--- config.mk ---
export PLATFORM = sky130hd
export DESIGN_NAME = tap_rtdr_top
export DESIGN_NICKNAME = d
export VERILOG_FILES = /design/src/tap_pkg.sv /design/src/rtdr_if.sv /design/src/tap_fsm.sv /design/src/tap_datapath.sv /design/src/rtdr_reg.sv /design/src/tap_rtdr_top.sv
export SDC_FILE = /design/constraint.sdc
export NUM_CORES = 1
export LEC_CHECK = 0
export ABC_AREA = 0
export ABC_CLOCK_PERIOD_IN_PS = 4400
export BUFFER_PORTS_ARGS = -buffer_cell sky130_fd_sc_hd__buf_2
export CAP_MARGIN = 20
export CORE_MARGIN = 3
export CORE_UTILIZATION = 60
export CTS_BUF_LIST = sky130_fd_sc_hd__clkbuf_8
export CTS_CLUSTER_DIAMETER = 40
export CTS_CLUSTER_SIZE = 30
export DETAILED_ROUTE_END_ITERATION = 8
export PLACE_DENSITY = 0.85
export SYNTH_ARGS = -nofsm -noshare
export SYNTH_HDL_FRONTEND = slang
export SYNTH_SLANG_ARGS = --single-unit
--- constraint.sdc ---
create_clock -name tck -period 4.4 [get_ports tck]
set_input_delay 0.44 -clock tck [delete_from_list [all_inputs] [get_ports tck]]
set_output_delay 0.44 -clock tck [all_outputs]
set_load 0.02 [all_outputs]
--- src/tap_pkg.sv ---
package tap_pkg;

    // instruction register
    localparam int IR_LEN = 4;
    typedef logic [IR_LEN-1:0] ir_t;

    localparam ir_t IR_IDCODE = 4'b0001;
    localparam ir_t IR_RTDR0  = 4'b1000;
    localparam ir_t IR_RTDR1  = 4'b1001;
    localparam ir_t IR_RTDR2  = 4'b1010;
    localparam ir_t IR_BYPASS = 4'b1111;

    // loaded at Capture-IR, low two bits fixed at 01 per 1149.1
    localparam ir_t IR_CAPTURE_VALUE = 4'b0101;

    // remote test data registers
    localparam int RTDR_COUNT = 3;
    localparam int RTDR_LEN   = 16;
    typedef logic [RTDR_LEN-1:0] rtdr_data_t;

    // identification register, bit 0 must read as 1
    localparam int IDCODE_LEN = 32;
    typedef logic [IDCODE_LEN-1:0] idcode_t;
    localparam idcode_t IDCODE_VALUE = 32'h1A5C_E0B3;

    // controller states, standard 1149.1 encoding
    typedef enum logic [3:0] {
        TEST_LOGIC_RESET = 4'hF,
        RUN_TEST_IDLE    = 4'hC,
        SELECT_DR_SCAN   = 4'h7,
        CAPTURE_DR       = 4'h6,
        SHIFT_DR         = 4'h2,
        EXIT1_DR         = 4'h1,
        PAUSE_DR         = 4'h3,
        EXIT2_DR         = 4'h0,
        UPDATE_DR        = 4'h5,
        SELECT_IR_SCAN   = 4'h4,
        CAPTURE_IR       = 4'hE,
        SHIFT_IR         = 4'hA,
        EXIT1_IR         = 4'h9,
        PAUSE_IR         = 4'hB,
        EXIT2_IR         = 4'h8,
        UPDATE_IR        = 4'hD
    } tap_state_t;

endpackage

--- src/rtdr_if.sv ---
`timescale 1ns/1ns

interface rtdr_if;

    logic irdec;
    logic capture;
    logic shift;
    logic update;
    logic tdi;
    logic tdo;

    modport tap (
        output irdec,
        output capture,
        output shift,
        output update,
        output tdi,
        input  tdo
    );

    modport rtdr (
        input  irdec,
        input  capture,
        input  shift,
        input  update,
        input  tdi,
        output tdo
    );

endinterface

--- src/tap_fsm.sv ---
`timescale 1ns/1ns

module tap_fsm import tap_pkg::*; (
    input  logic       tck,
    input  logic       reset,
    input  logic       tms,
    output tap_state_t state,
    output logic       capture_dr,
    output logic       shift_dr,
    output logic       update_dr,
    output logic       capture_ir,
    output logic       shift_ir,
    output logic       update_ir,
    output logic       test_reset
);

    tap_state_t next_state;

    always_ff @(posedge tck) begin
        if (reset) begin
            state <= TEST_LOGIC_RESET;
        end else begin
            state <= next_state;
        end
    end

    // 1149.1 transition table, tms only
    always_comb begin
        next_state = state;
        case (state)
            TEST_LOGIC_RESET: next_state = tms ? TEST_LOGIC_RESET : RUN_TEST_IDLE;
            RUN_TEST_IDLE:    next_state = tms ? SELECT_DR_SCAN : RUN_TEST_IDLE;
            SELECT_DR_SCAN:   next_state = tms ? SELECT_IR_SCAN : CAPTURE_DR;
            CAPTURE_DR:       next_state = tms ? EXIT1_DR : SHIFT_DR;
            SHIFT_DR:         next_state = tms ? EXIT1_DR : SHIFT_DR;
            EXIT1_DR:         next_state = tms ? UPDATE_DR : PAUSE_DR;
            PAUSE_DR:         next_state = tms ? EXIT2_DR : PAUSE_DR;
            EXIT2_DR:         next_state = tms ? UPDATE_DR : SHIFT_DR;
            UPDATE_DR:        next_state = tms ? SELECT_DR_SCAN : RUN_TEST_IDLE;
            SELECT_IR_SCAN:   next_state = tms ? TEST_LOGIC_RESET : CAPTURE_IR;
            CAPTURE_IR:       next_state = tms ? EXIT1_IR : SHIFT_IR;
            SHIFT_IR:         next_state = tms ? EXIT1_IR : SHIFT_IR;
            EXIT1_IR:         next_state = tms ? UPDATE_IR : PAUSE_IR;
            PAUSE_IR:         next_state = tms ? EXIT2_IR : PAUSE_IR;
            EXIT2_IR:         next_state = tms ? UPDATE_IR : SHIFT_IR;
            UPDATE_IR:        next_state = tms ? SELECT_DR_SCAN : RUN_TEST_IDLE;
            default:          next_state = TEST_LOGIC_RESET;
        endcase
    end

    // strobes follow the state, the action lands on the edge leaving it
    always_comb begin
        capture_dr = (state == CAPTURE_DR);
        shift_dr   = (state == SHIFT_DR);
        update_dr  = (state == UPDATE_DR);
        capture_ir = (state == CAPTURE_IR);
        shift_ir   = (state == SHIFT_IR);
        update_ir  = (state == UPDATE_IR);
        test_reset = (state == TEST_LOGIC_RESET);
    end

endmodule

--- src/tap_datapath.sv ---
`timescale 1ns/1ns

module tap_datapath import tap_pkg::*; (
    input  logic   tck,
    input  logic   reset,
    input  logic   tdi,
    input  logic   capture_dr,
    input  logic   shift_dr,
    input  logic   update_dr,
    input  logic   capture_ir,
    input  logic   shift_ir,
    input  logic   update_ir,
    input  logic   test_reset,
    rtdr_if.tap    rtdr [RTDR_COUNT],
    output logic   tdo
);

    ir_t                   ir_shift;
    ir_t                   ir_update;
    logic                  sel_idcode;
    logic                  sel_bypass;
    logic [RTDR_COUNT-1:0] sel_rtdr;
    logic                  bypass_reg;
    idcode_t               idcode_shift;
    logic [RTDR_COUNT-1:0] rtdr_tdo;

    // ir shift stage, lsb first
    always_ff @(posedge tck) begin
        if (capture_ir) begin
            ir_shift <= IR_CAPTURE_VALUE;
        end else if (shift_ir) begin
            ir_shift <= {tdi, ir_shift[IR_LEN-1:1]};
        end
    end

    always_ff @(posedge tck) begin
        if (reset || test_reset) begin
            ir_update <= IR_IDCODE;
        end else if (update_ir) begin
            ir_update <= ir_shift;
        end
    end

    // unassigned codes fall through to bypass
    always_comb begin
        sel_idcode = 1'b0;
        sel_bypass = 1'b0;
        sel_rtdr   = '0;
        case (ir_update)
            IR_IDCODE: sel_idcode  = 1'b1;
            IR_RTDR0:  sel_rtdr[0] = 1'b1;
            IR_RTDR1:  sel_rtdr[1] = 1'b1;
            IR_RTDR2:  sel_rtdr[2] = 1'b1;
            default:   sel_bypass  = 1'b1;
        endcase
    end

    always_ff @(posedge tck) begin
        if (capture_dr && sel_bypass) begin
            bypass_reg <= 1'b0;
        end else if (shift_dr && sel_bypass) begin
            bypass_reg <= tdi;
        end
    end

    always_ff @(posedge tck) begin
        if (capture_dr && sel_idcode) begin
            idcode_shift <= IDCODE_VALUE;
        end else if (shift_dr && sel_idcode) begin
            idcode_shift <= {tdi, idcode_shift[IDCODE_LEN-1:1]};
        end
    end

    for (genvar i = 0; i < RTDR_COUNT; i++) begin : g_rtdr
        assign rtdr[i].irdec   = sel_rtdr[i];
        assign rtdr[i].capture = capture_dr & sel_rtdr[i];
        assign rtdr[i].shift   = shift_dr & sel_rtdr[i];
        assign rtdr[i].update  = update_dr & sel_rtdr[i];
        assign rtdr[i].tdi     = tdi;
        assign rtdr_tdo[i]     = rtdr[i].tdo;
    end

    always_comb begin
        tdo = 1'b0;
        if (shift_ir) begin
            tdo = ir_shift[0];
        end else if (shift_dr) begin
            if (sel_idcode) begin
                tdo = idcode_shift[0];
            end else if (sel_bypass) begin
                tdo = bypass_reg;
            end else begin
                tdo = |(sel_rtdr & rtdr_tdo);
            end
        end
    end

endmodule

--- src/rtdr_reg.sv ---
`timescale 1ns/1ns

module rtdr_reg import tap_pkg::*; (
    input  logic       tck,
    input  logic       reset,
    rtdr_if.rtdr       rtdr,
    input  rtdr_data_t status,
    output rtdr_data_t ctrl
);

    rtdr_data_t shift_q;

    // status in at capture, tdi enters at the msb
    always_ff @(posedge tck) begin
        if (rtdr.capture) begin
            shift_q <= status;
        end else if (rtdr.shift) begin
            shift_q <= {rtdr.tdi, shift_q[RTDR_LEN-1:1]};
        end
    end

    // control word only moves on update
    always_ff @(posedge tck) begin
        if (reset) begin
            ctrl <= '0;
        end else if (rtdr.update) begin
            ctrl <= shift_q;
        end
    end

    assign rtdr.tdo = shift_q[0];

endmodule

--- src/tap_rtdr_top.sv ---
`timescale 1ns/1ns

module tap_rtdr_top import tap_pkg::*; (
    input  logic       tck,
    input  logic       reset,
    input  logic       tms,
    input  logic       tdi,
    output logic       tdo,
    input  rtdr_data_t status0,
    input  rtdr_data_t status1,
    input  rtdr_data_t status2,
    output rtdr_data_t ctrl0,
    output rtdr_data_t ctrl1,
    output rtdr_data_t ctrl2
);

    tap_state_t tap_state;
    logic       capture_dr;
    logic       shift_dr;
    logic       update_dr;
    logic       capture_ir;
    logic       shift_ir;
    logic       update_ir;
    logic       test_reset;

    rtdr_if rtdr_bus [RTDR_COUNT] ();

    tap_fsm u_fsm (
        .tck        (tck),
        .reset      (reset),
        .tms        (tms),
        .state      (tap_state),
        .capture_dr (capture_dr),
        .shift_dr   (shift_dr),
        .update_dr  (update_dr),
        .capture_ir (capture_ir),
        .shift_ir   (shift_ir),
        .update_ir  (update_ir),
        .test_reset (test_reset)
    );

    tap_datapath u_datapath (
        .tck        (tck),
        .reset      (reset),
        .tdi        (tdi),
        .capture_dr (capture_dr),
        .shift_dr   (shift_dr),
        .update_dr  (update_dr),
        .capture_ir (capture_ir),
        .shift_ir   (shift_ir),
        .update_ir  (update_ir),
        .test_reset (test_reset),
        .rtdr       (rtdr_bus),
        .tdo        (tdo)
    );

    rtdr_reg u_rtdr0 (
        .tck    (tck),
        .reset  (reset),
        .rtdr   (rtdr_bus[0]),
        .status (status0),
        .ctrl   (ctrl0)
    );

    rtdr_reg u_rtdr1 (
        .tck    (tck),
        .reset  (reset),
        .rtdr   (rtdr_bus[1]),
        .status (status1),
        .ctrl   (ctrl1)
    );

    rtdr_reg u_rtdr2 (
        .tck    (tck),
        .reset  (reset),
        .rtdr   (rtdr_bus[2]),
        .status (status2),
        .ctrl   (ctrl2)
    );

endmodule

==> results of run 1 <==
-- path summary, 6_finish.rpt --
check	from	endpoint
hold / removal	status2[5]	u_rtdr2.shift_q[5]
hold reg to reg	u_datapath.idcode_shift[18]	u_datapath.idcode_shift[17]
setup reg to reg	u_fsm.state[1]	u_rtdr1.shift_q[7]
setup / recovery	u_fsm.state[1]	tdo
-- power groups by stage --
stage	clock (mW)	sequential (mW)	combinational (mW)
floorplan	0	1.52	0.148
global placement	0	1.54	0.168
detailed placement	0	1.55	0.185
CTS	1.01	1.52	0.186
global route	1.07	1.54	0.211
finish	0.996	1.52	0.183
-- through the flow --
stage / setup WS, ps / instances / instance area (µm²) / total power [mW]
after CTS: 1431 / 708 / 6490 / 2.718
final: 1435 / 708 / 6490 / 2.699
after floorplan: 2298 / 495 / 5628 / 1.665
after detailed placement: 1818 / 676 / 6105 / 1.731
after global placement: 1908 / 676 / 6105 / 1.708
after global routing: 1228 / 708 / 6490 / 2.814
-- placed cells by master, fill, tap and decap left out, types with 3 or more instances in the layout --
master / instances
clkbuf_8: 17
o21ai_0: 9
mux2_1: 9
clkinv_4: 3
edfxtp_1: 48
nand2_1: 79
nor3b_1: 4
a21oi_1: 27
buf_4: 4
dfxtp_1: 93
clkinvlp_4: 4
nor2_1: 58
mux2_2: 29
mux2i_1: 47
mux2_4: 10
buf_2: 100
inv_1: 4
nand3_1: 21
-- cells in the mapped netlist (all sizes together) --
library cell	n	area share [%]
buf	19	2.6
a21o	1	0.13
mux2i	47	8.4
mux2	48	10
or2	1	0.11
nor3b	4	0.53
nor3	4	0.53
a221o	2	0.36
o21bai	2	0.27
nand3b	1	0.13
nand2b	1	0.11
nand3	21	1.9
a211o	1	0.16
dfxtp	93	33
or3	2	0.22
a21oi	27	2.4
or4b	1	0.24
and4bb	2	0.44
nor2	59	4.1
nor2b	1	0.11
o21ai	9	0.80
o31ai	1	0.13
nand2	81	5.5
edfxtp	48	26
nor4b	2	0.58
nand4	1	0.22
or3b	1	0.16
a31oi	1	0.11
inv	2	0.13
clkbuf	12	0.80
-- worst reg2reg max path, stage by stage (launching register included) --
cell and delay, ps:
dfxtp_1 540, or3b_1 590, or3_1 790, mux2_4 440
-- metal layers --
metal	routed length (µm)	vias up	global-route usage (%)
li1	-	1897	-
met1	4526	1855	27.12
met2	5923	106	38.08
met3	676	12	7.442
met4	107	0	6.873
met5	0	-	0
-- final cells by class --
class,count,share of cell area (%)
sequential,141,50.90
multi-input combinational,321,32.79
timing repair buffer,104,8.174
clock buffer,17,3.605
clock inverter,15,2.333
tap,108,2.082
inverter,2,0.1157
-- cells by family (layout without fill, tap and decap cells) --
logic type	after synthesis	count (layout)	share of synthesized area, %
muxes	95	95	18.63
and+or+nand+nor	182	182	14.83
AOI/OAI and AO/OA	44	44	4.358
buffers and inverters	33	138	3.490
DFF	141	141	58.69
==> reports/metrics.cfg, run 1 <==
[run_status]
status=completed

[sta]
period_needed_ps=2965
grt_setup_unrepaired=no
slew_headroom_pct=29.16
tightest_slew_ps=1057
setup_viol_count_final=0
fin_setup_tns_ps=0
hold_viol_final=0
hold_slack_ps=280.2
maxSlewViolCount=0
skew_ps=17.06
period_share_pct=67.40
clock.fmax_mhz=337.2

[global_routing]
gr-total-overflow=0
first_global_vias=3843
antenna_found_initial=0
grt_max_degree=57
grt_util_all_layers_pct=22.38
grt_pass1_wl_um=18220

[power]
seqPwrFrac_pct=56.3
p_int_mw=2.036
p_comb_share_pct=6.8
powerDensity_nw_per_um2=415.9
clkPwrFrac_pct=36.9
peakVddDrop_v=0.0002639
p_sw_uw=663.4
switching_share_pct=24.58
p_leak_nw=3.017

[route]
wl_per_cell_um=15.87
routed_wl_um=11230
vias_per_cell=5.466
first_iter_violations=218
vias=3870
drtPass1Iterations=4
drc_errors=0
ant_nets=0

[clock_network]
numCtsBuffers=17
cts_resized=0
cts_setup_buffers=0
cts.sinks=141
clk_pin_slew_ps=80
cts_htree_levels=4
ctsHoldBuffers=0
clk_latency_ps=440
root_buffer=clkbuf_8
cts_tree=done
cts_buffer_depth=2

[min_path]
hold_depth=2
min_path_type=in -> reg

[critical_path]
cp_top_family=simple AND/OR/NAND/NOR gates
cp_cell_sequence=or3b_1, nor3_2, buf_4, a21oi_1, o21ai_0, buf_2
cp-end-kind=output port
critPathMaxFanout=33
max_stage_delay_ps=590
reg2reg_depth=3
cp.required_ps=3960
ff2ff_setup_slack_ps=1800
worstSetupPathType=reg -> out
cp_num_cells=6
slowest_stage=or3b_1
crit_buf_inv=2
cp-start-kind=flop
crit_arrival_ps=2530

[placement]
port_buffers=100
place_congestion=0.7967
hpwlAfterDp_um=7401

[floorplanning]
core-area_um2=8934
die_w_um=102.9
start_util_pct=63.00
core.rowCount=34
ios=101
die_h_um=102.9
die_area_um2=10580

[finish]
final_util_pct=72.65
layout-drive-gt1-share_pct=30.67
multi_input_area_um2=2128
regMostFlops=u_datapath.idcode_shift
largest_reg_flops=32
final_nets=639
area_growth_pct=15.32
seqCellArea_um2=3303
fillerInstances=611
num_antenna_cells=0

[logic_synthesis]
syn_avg_cell_area_um2=11.37
synthesis.nets=547
synth.distinct_cells=38
synth_cells=495
seq_area_frac_synth_pct=58.69
synthesis.area_um2=5628
synth_seq_cells=141
yosys_warnings=0

[flow_run]
cap_viol_max_count=0

No activity file was read; power rests on OpenSTA's default activity.
==> run 2: changes to the inputs <==
Settings changed: ABC_CLOCK_PERIOD_IN_PS 4400 to 3000, CORE_UTILIZATION 60 to 58, PLACE_DENSITY 0.85 to 0.82.
Clock period 4.4 ns to 3 ns, I/O delays scaled along.
==> run 2 against run 1 <==
Sequential cell count did not move. Critical endpoint unchanged. Routed wire length shrank 1.1%. Total power is 54% higher. Sequential share of layout area fell by 0.71 points. Design area is 1.4% higher. Sequential power rose by 47%. Combinational power up 44%.
==> reports/metrics.cfg, run 2 (synthesis results as in run 1) <==
[run_status]
status=completed  ; unchanged

[power]
p_total_mw=4.146  ; was 2.699 mW
peakVddDrop_v=0.0003781  ; was 0.0002639 V
powerDensity_nw_per_um2=630.0  ; was 415.9 nW/µm²
p_leak_nw=3.057  ; was 3.017 nW

[finish]
layout_common_cells=buf_2 (100), dfxtp_1 (93), nand2_1 (79), nor2_1 (58), edfxtp_1 (48)  ; unchanged
final_common_cell=buf_2  ; unchanged
final_nets=641  ; was 639
num_antenna_cells=0  ; unchanged
largest_reg_flops=32  ; unchanged
regMostFlops=u_datapath.idcode_shift  ; unchanged
fin_cells=731  ; was 708
area_growth_pct=16.94  ; was 15.32%
stdcell_area_um2=6581  ; was 6490 µm²
layout-drive-gt1-share_pct=30.73  ; was 30.67%
final_util_pct=70.56  ; was 72.65%

[floorplanning]
die_w_um=104.5  ; was 102.9 µm
start_util_pct=60.34  ; was 63.00%
die_h_um=104.5  ; was 102.9 µm
core.rowCount=35  ; was 34
ios=101  ; unchanged
die_area_um2=10920  ; was 10580 µm²
core-area_um2=9328  ; was 8934 µm²

[placement]
port_buffers=100  ; unchanged
postPlaceCellArea_um2=6146  ; was 6105 µm²
placedCellCount=699  ; was 676
pre_cts_slack_ps=654.5  ; was 1818 ps
place_congestion=0.8166  ; was 0.7967
hpwlAfterDp_um=7335  ; was 7401 µm

[route]
drtPass1Iterations=5  ; was 4
first_iter_violations=207  ; was 218
wl_per_cell_um=15.21  ; was 15.87 µm
routed_wl_um=11120  ; was 11230 µm
drc_errors=0  ; unchanged
vias=3890  ; was 3870
ant_nets=0  ; unchanged
vias_per_cell=5.321  ; was 5.466

[sta]
hold_slack_ps=149.7  ; was 280.2 ps
fin_ws_ps=392.2  ; was 1435 ps
grt_setup_unrepaired=no  ; unchanged
slew_headroom_pct=31.08  ; was 29.16%
skew_ps=16.08  ; was 17.06 ps
tightest_slew_ps=1034  ; was 1057 ps
hold_viol_final=0  ; unchanged
period_needed_ps=2608
period_share_pct=86.93
maxSlewViolCount=0  ; unchanged
clock.fmax_mhz=383.5
fin_setup_tns_ps=0  ; unchanged
setup_viol_count_final=0  ; unchanged

[global_routing]
grt_pass1_wl_um=18690  ; was 18220 µm
gr-total-overflow=0  ; unchanged
grt_max_degree=57  ; unchanged
first_global_vias=3850  ; was 3843
antenna_found_initial=0  ; unchanged
grt_util_all_layers_pct=21.29  ; was 22.38%

[critical_path]
critPathMaxFanout=12  ; was 33
cp.required_ps=2700  ; was 3960 ps
crit_arrival_ps=2310  ; was 2530 ps
cp-start-kind=flop  ; unchanged
cp-end-kind=output port  ; unchanged
worstSetupPathType=reg -> out  ; unchanged

[min_path]
min_path_type=in -> reg  ; unchanged

[clock_network]
cts_setup_buffers=0  ; unchanged
cts_buffer_depth=2  ; unchanged
cts_resized=0  ; unchanged
numCtsBuffers=17  ; unchanged
cts.sinks=141  ; unchanged
ctsHoldBuffers=0  ; unchanged
cts_htree_levels=4  ; unchanged
clk_pin_slew_ps=80  ; about the same
cts_tree=done  ; unchanged
root_buffer=clkbuf_8  ; unchanged
clk_latency_ps=430  ; was 440 ps

[flow_run]
cap_viol_max_count=0  ; unchanged

[run 2: critical path, stage by stage (launching register included)]
cell	delay [ps]
dfxtp_1	550
or3b_1	410
buf_4	190
nor3_1	150
o21ai_0	100
o21ai_0	260
buf_2	230
[run 2: final cells by class]
type,instances,area [µm²]
flip-flops and latches,141,3303
fillers,650,2746
inverters,2,7.507
clock inverters,14,187.7
multi-input cells,321,2128
repair buffers,106,545.5
clock buffers,18,247.7
well taps,129,161.4
[run 2: final timing paths]
| kind | start | slack [ps] | end | cells past startpoint |
|---|---|---|---|---|
| max | u_fsm.state[1] | 390 | tdo | 6 |
| min | status2[7] | 150 | u_rtdr2.shift_q[7] | 2 |
| max reg2reg | u_fsm.state[1] | 610 | u_datapath.idcode_shift[13] | 5 |
| min reg2reg | u_datapath.idcode_shift[10] | 450 | u_datapath.idcode_shift[9] | 2 |
[run 2: where the power goes]
part,total (mW),switching [mW],internal (mW)
combinational,0.263,0.134,0.129
sequential,2.23,0.110,2.12
clock,1.65,0.722,0.931
[run 2: metal layers]
layer	vias up	share of wire (%)	track usage [%]
met5	-	0	0
met4	0	1.3	7.502
met3	12	5.8	6.394
met2	108	51	35.15
met1	1865	42	26.57
li1	1905	-	-
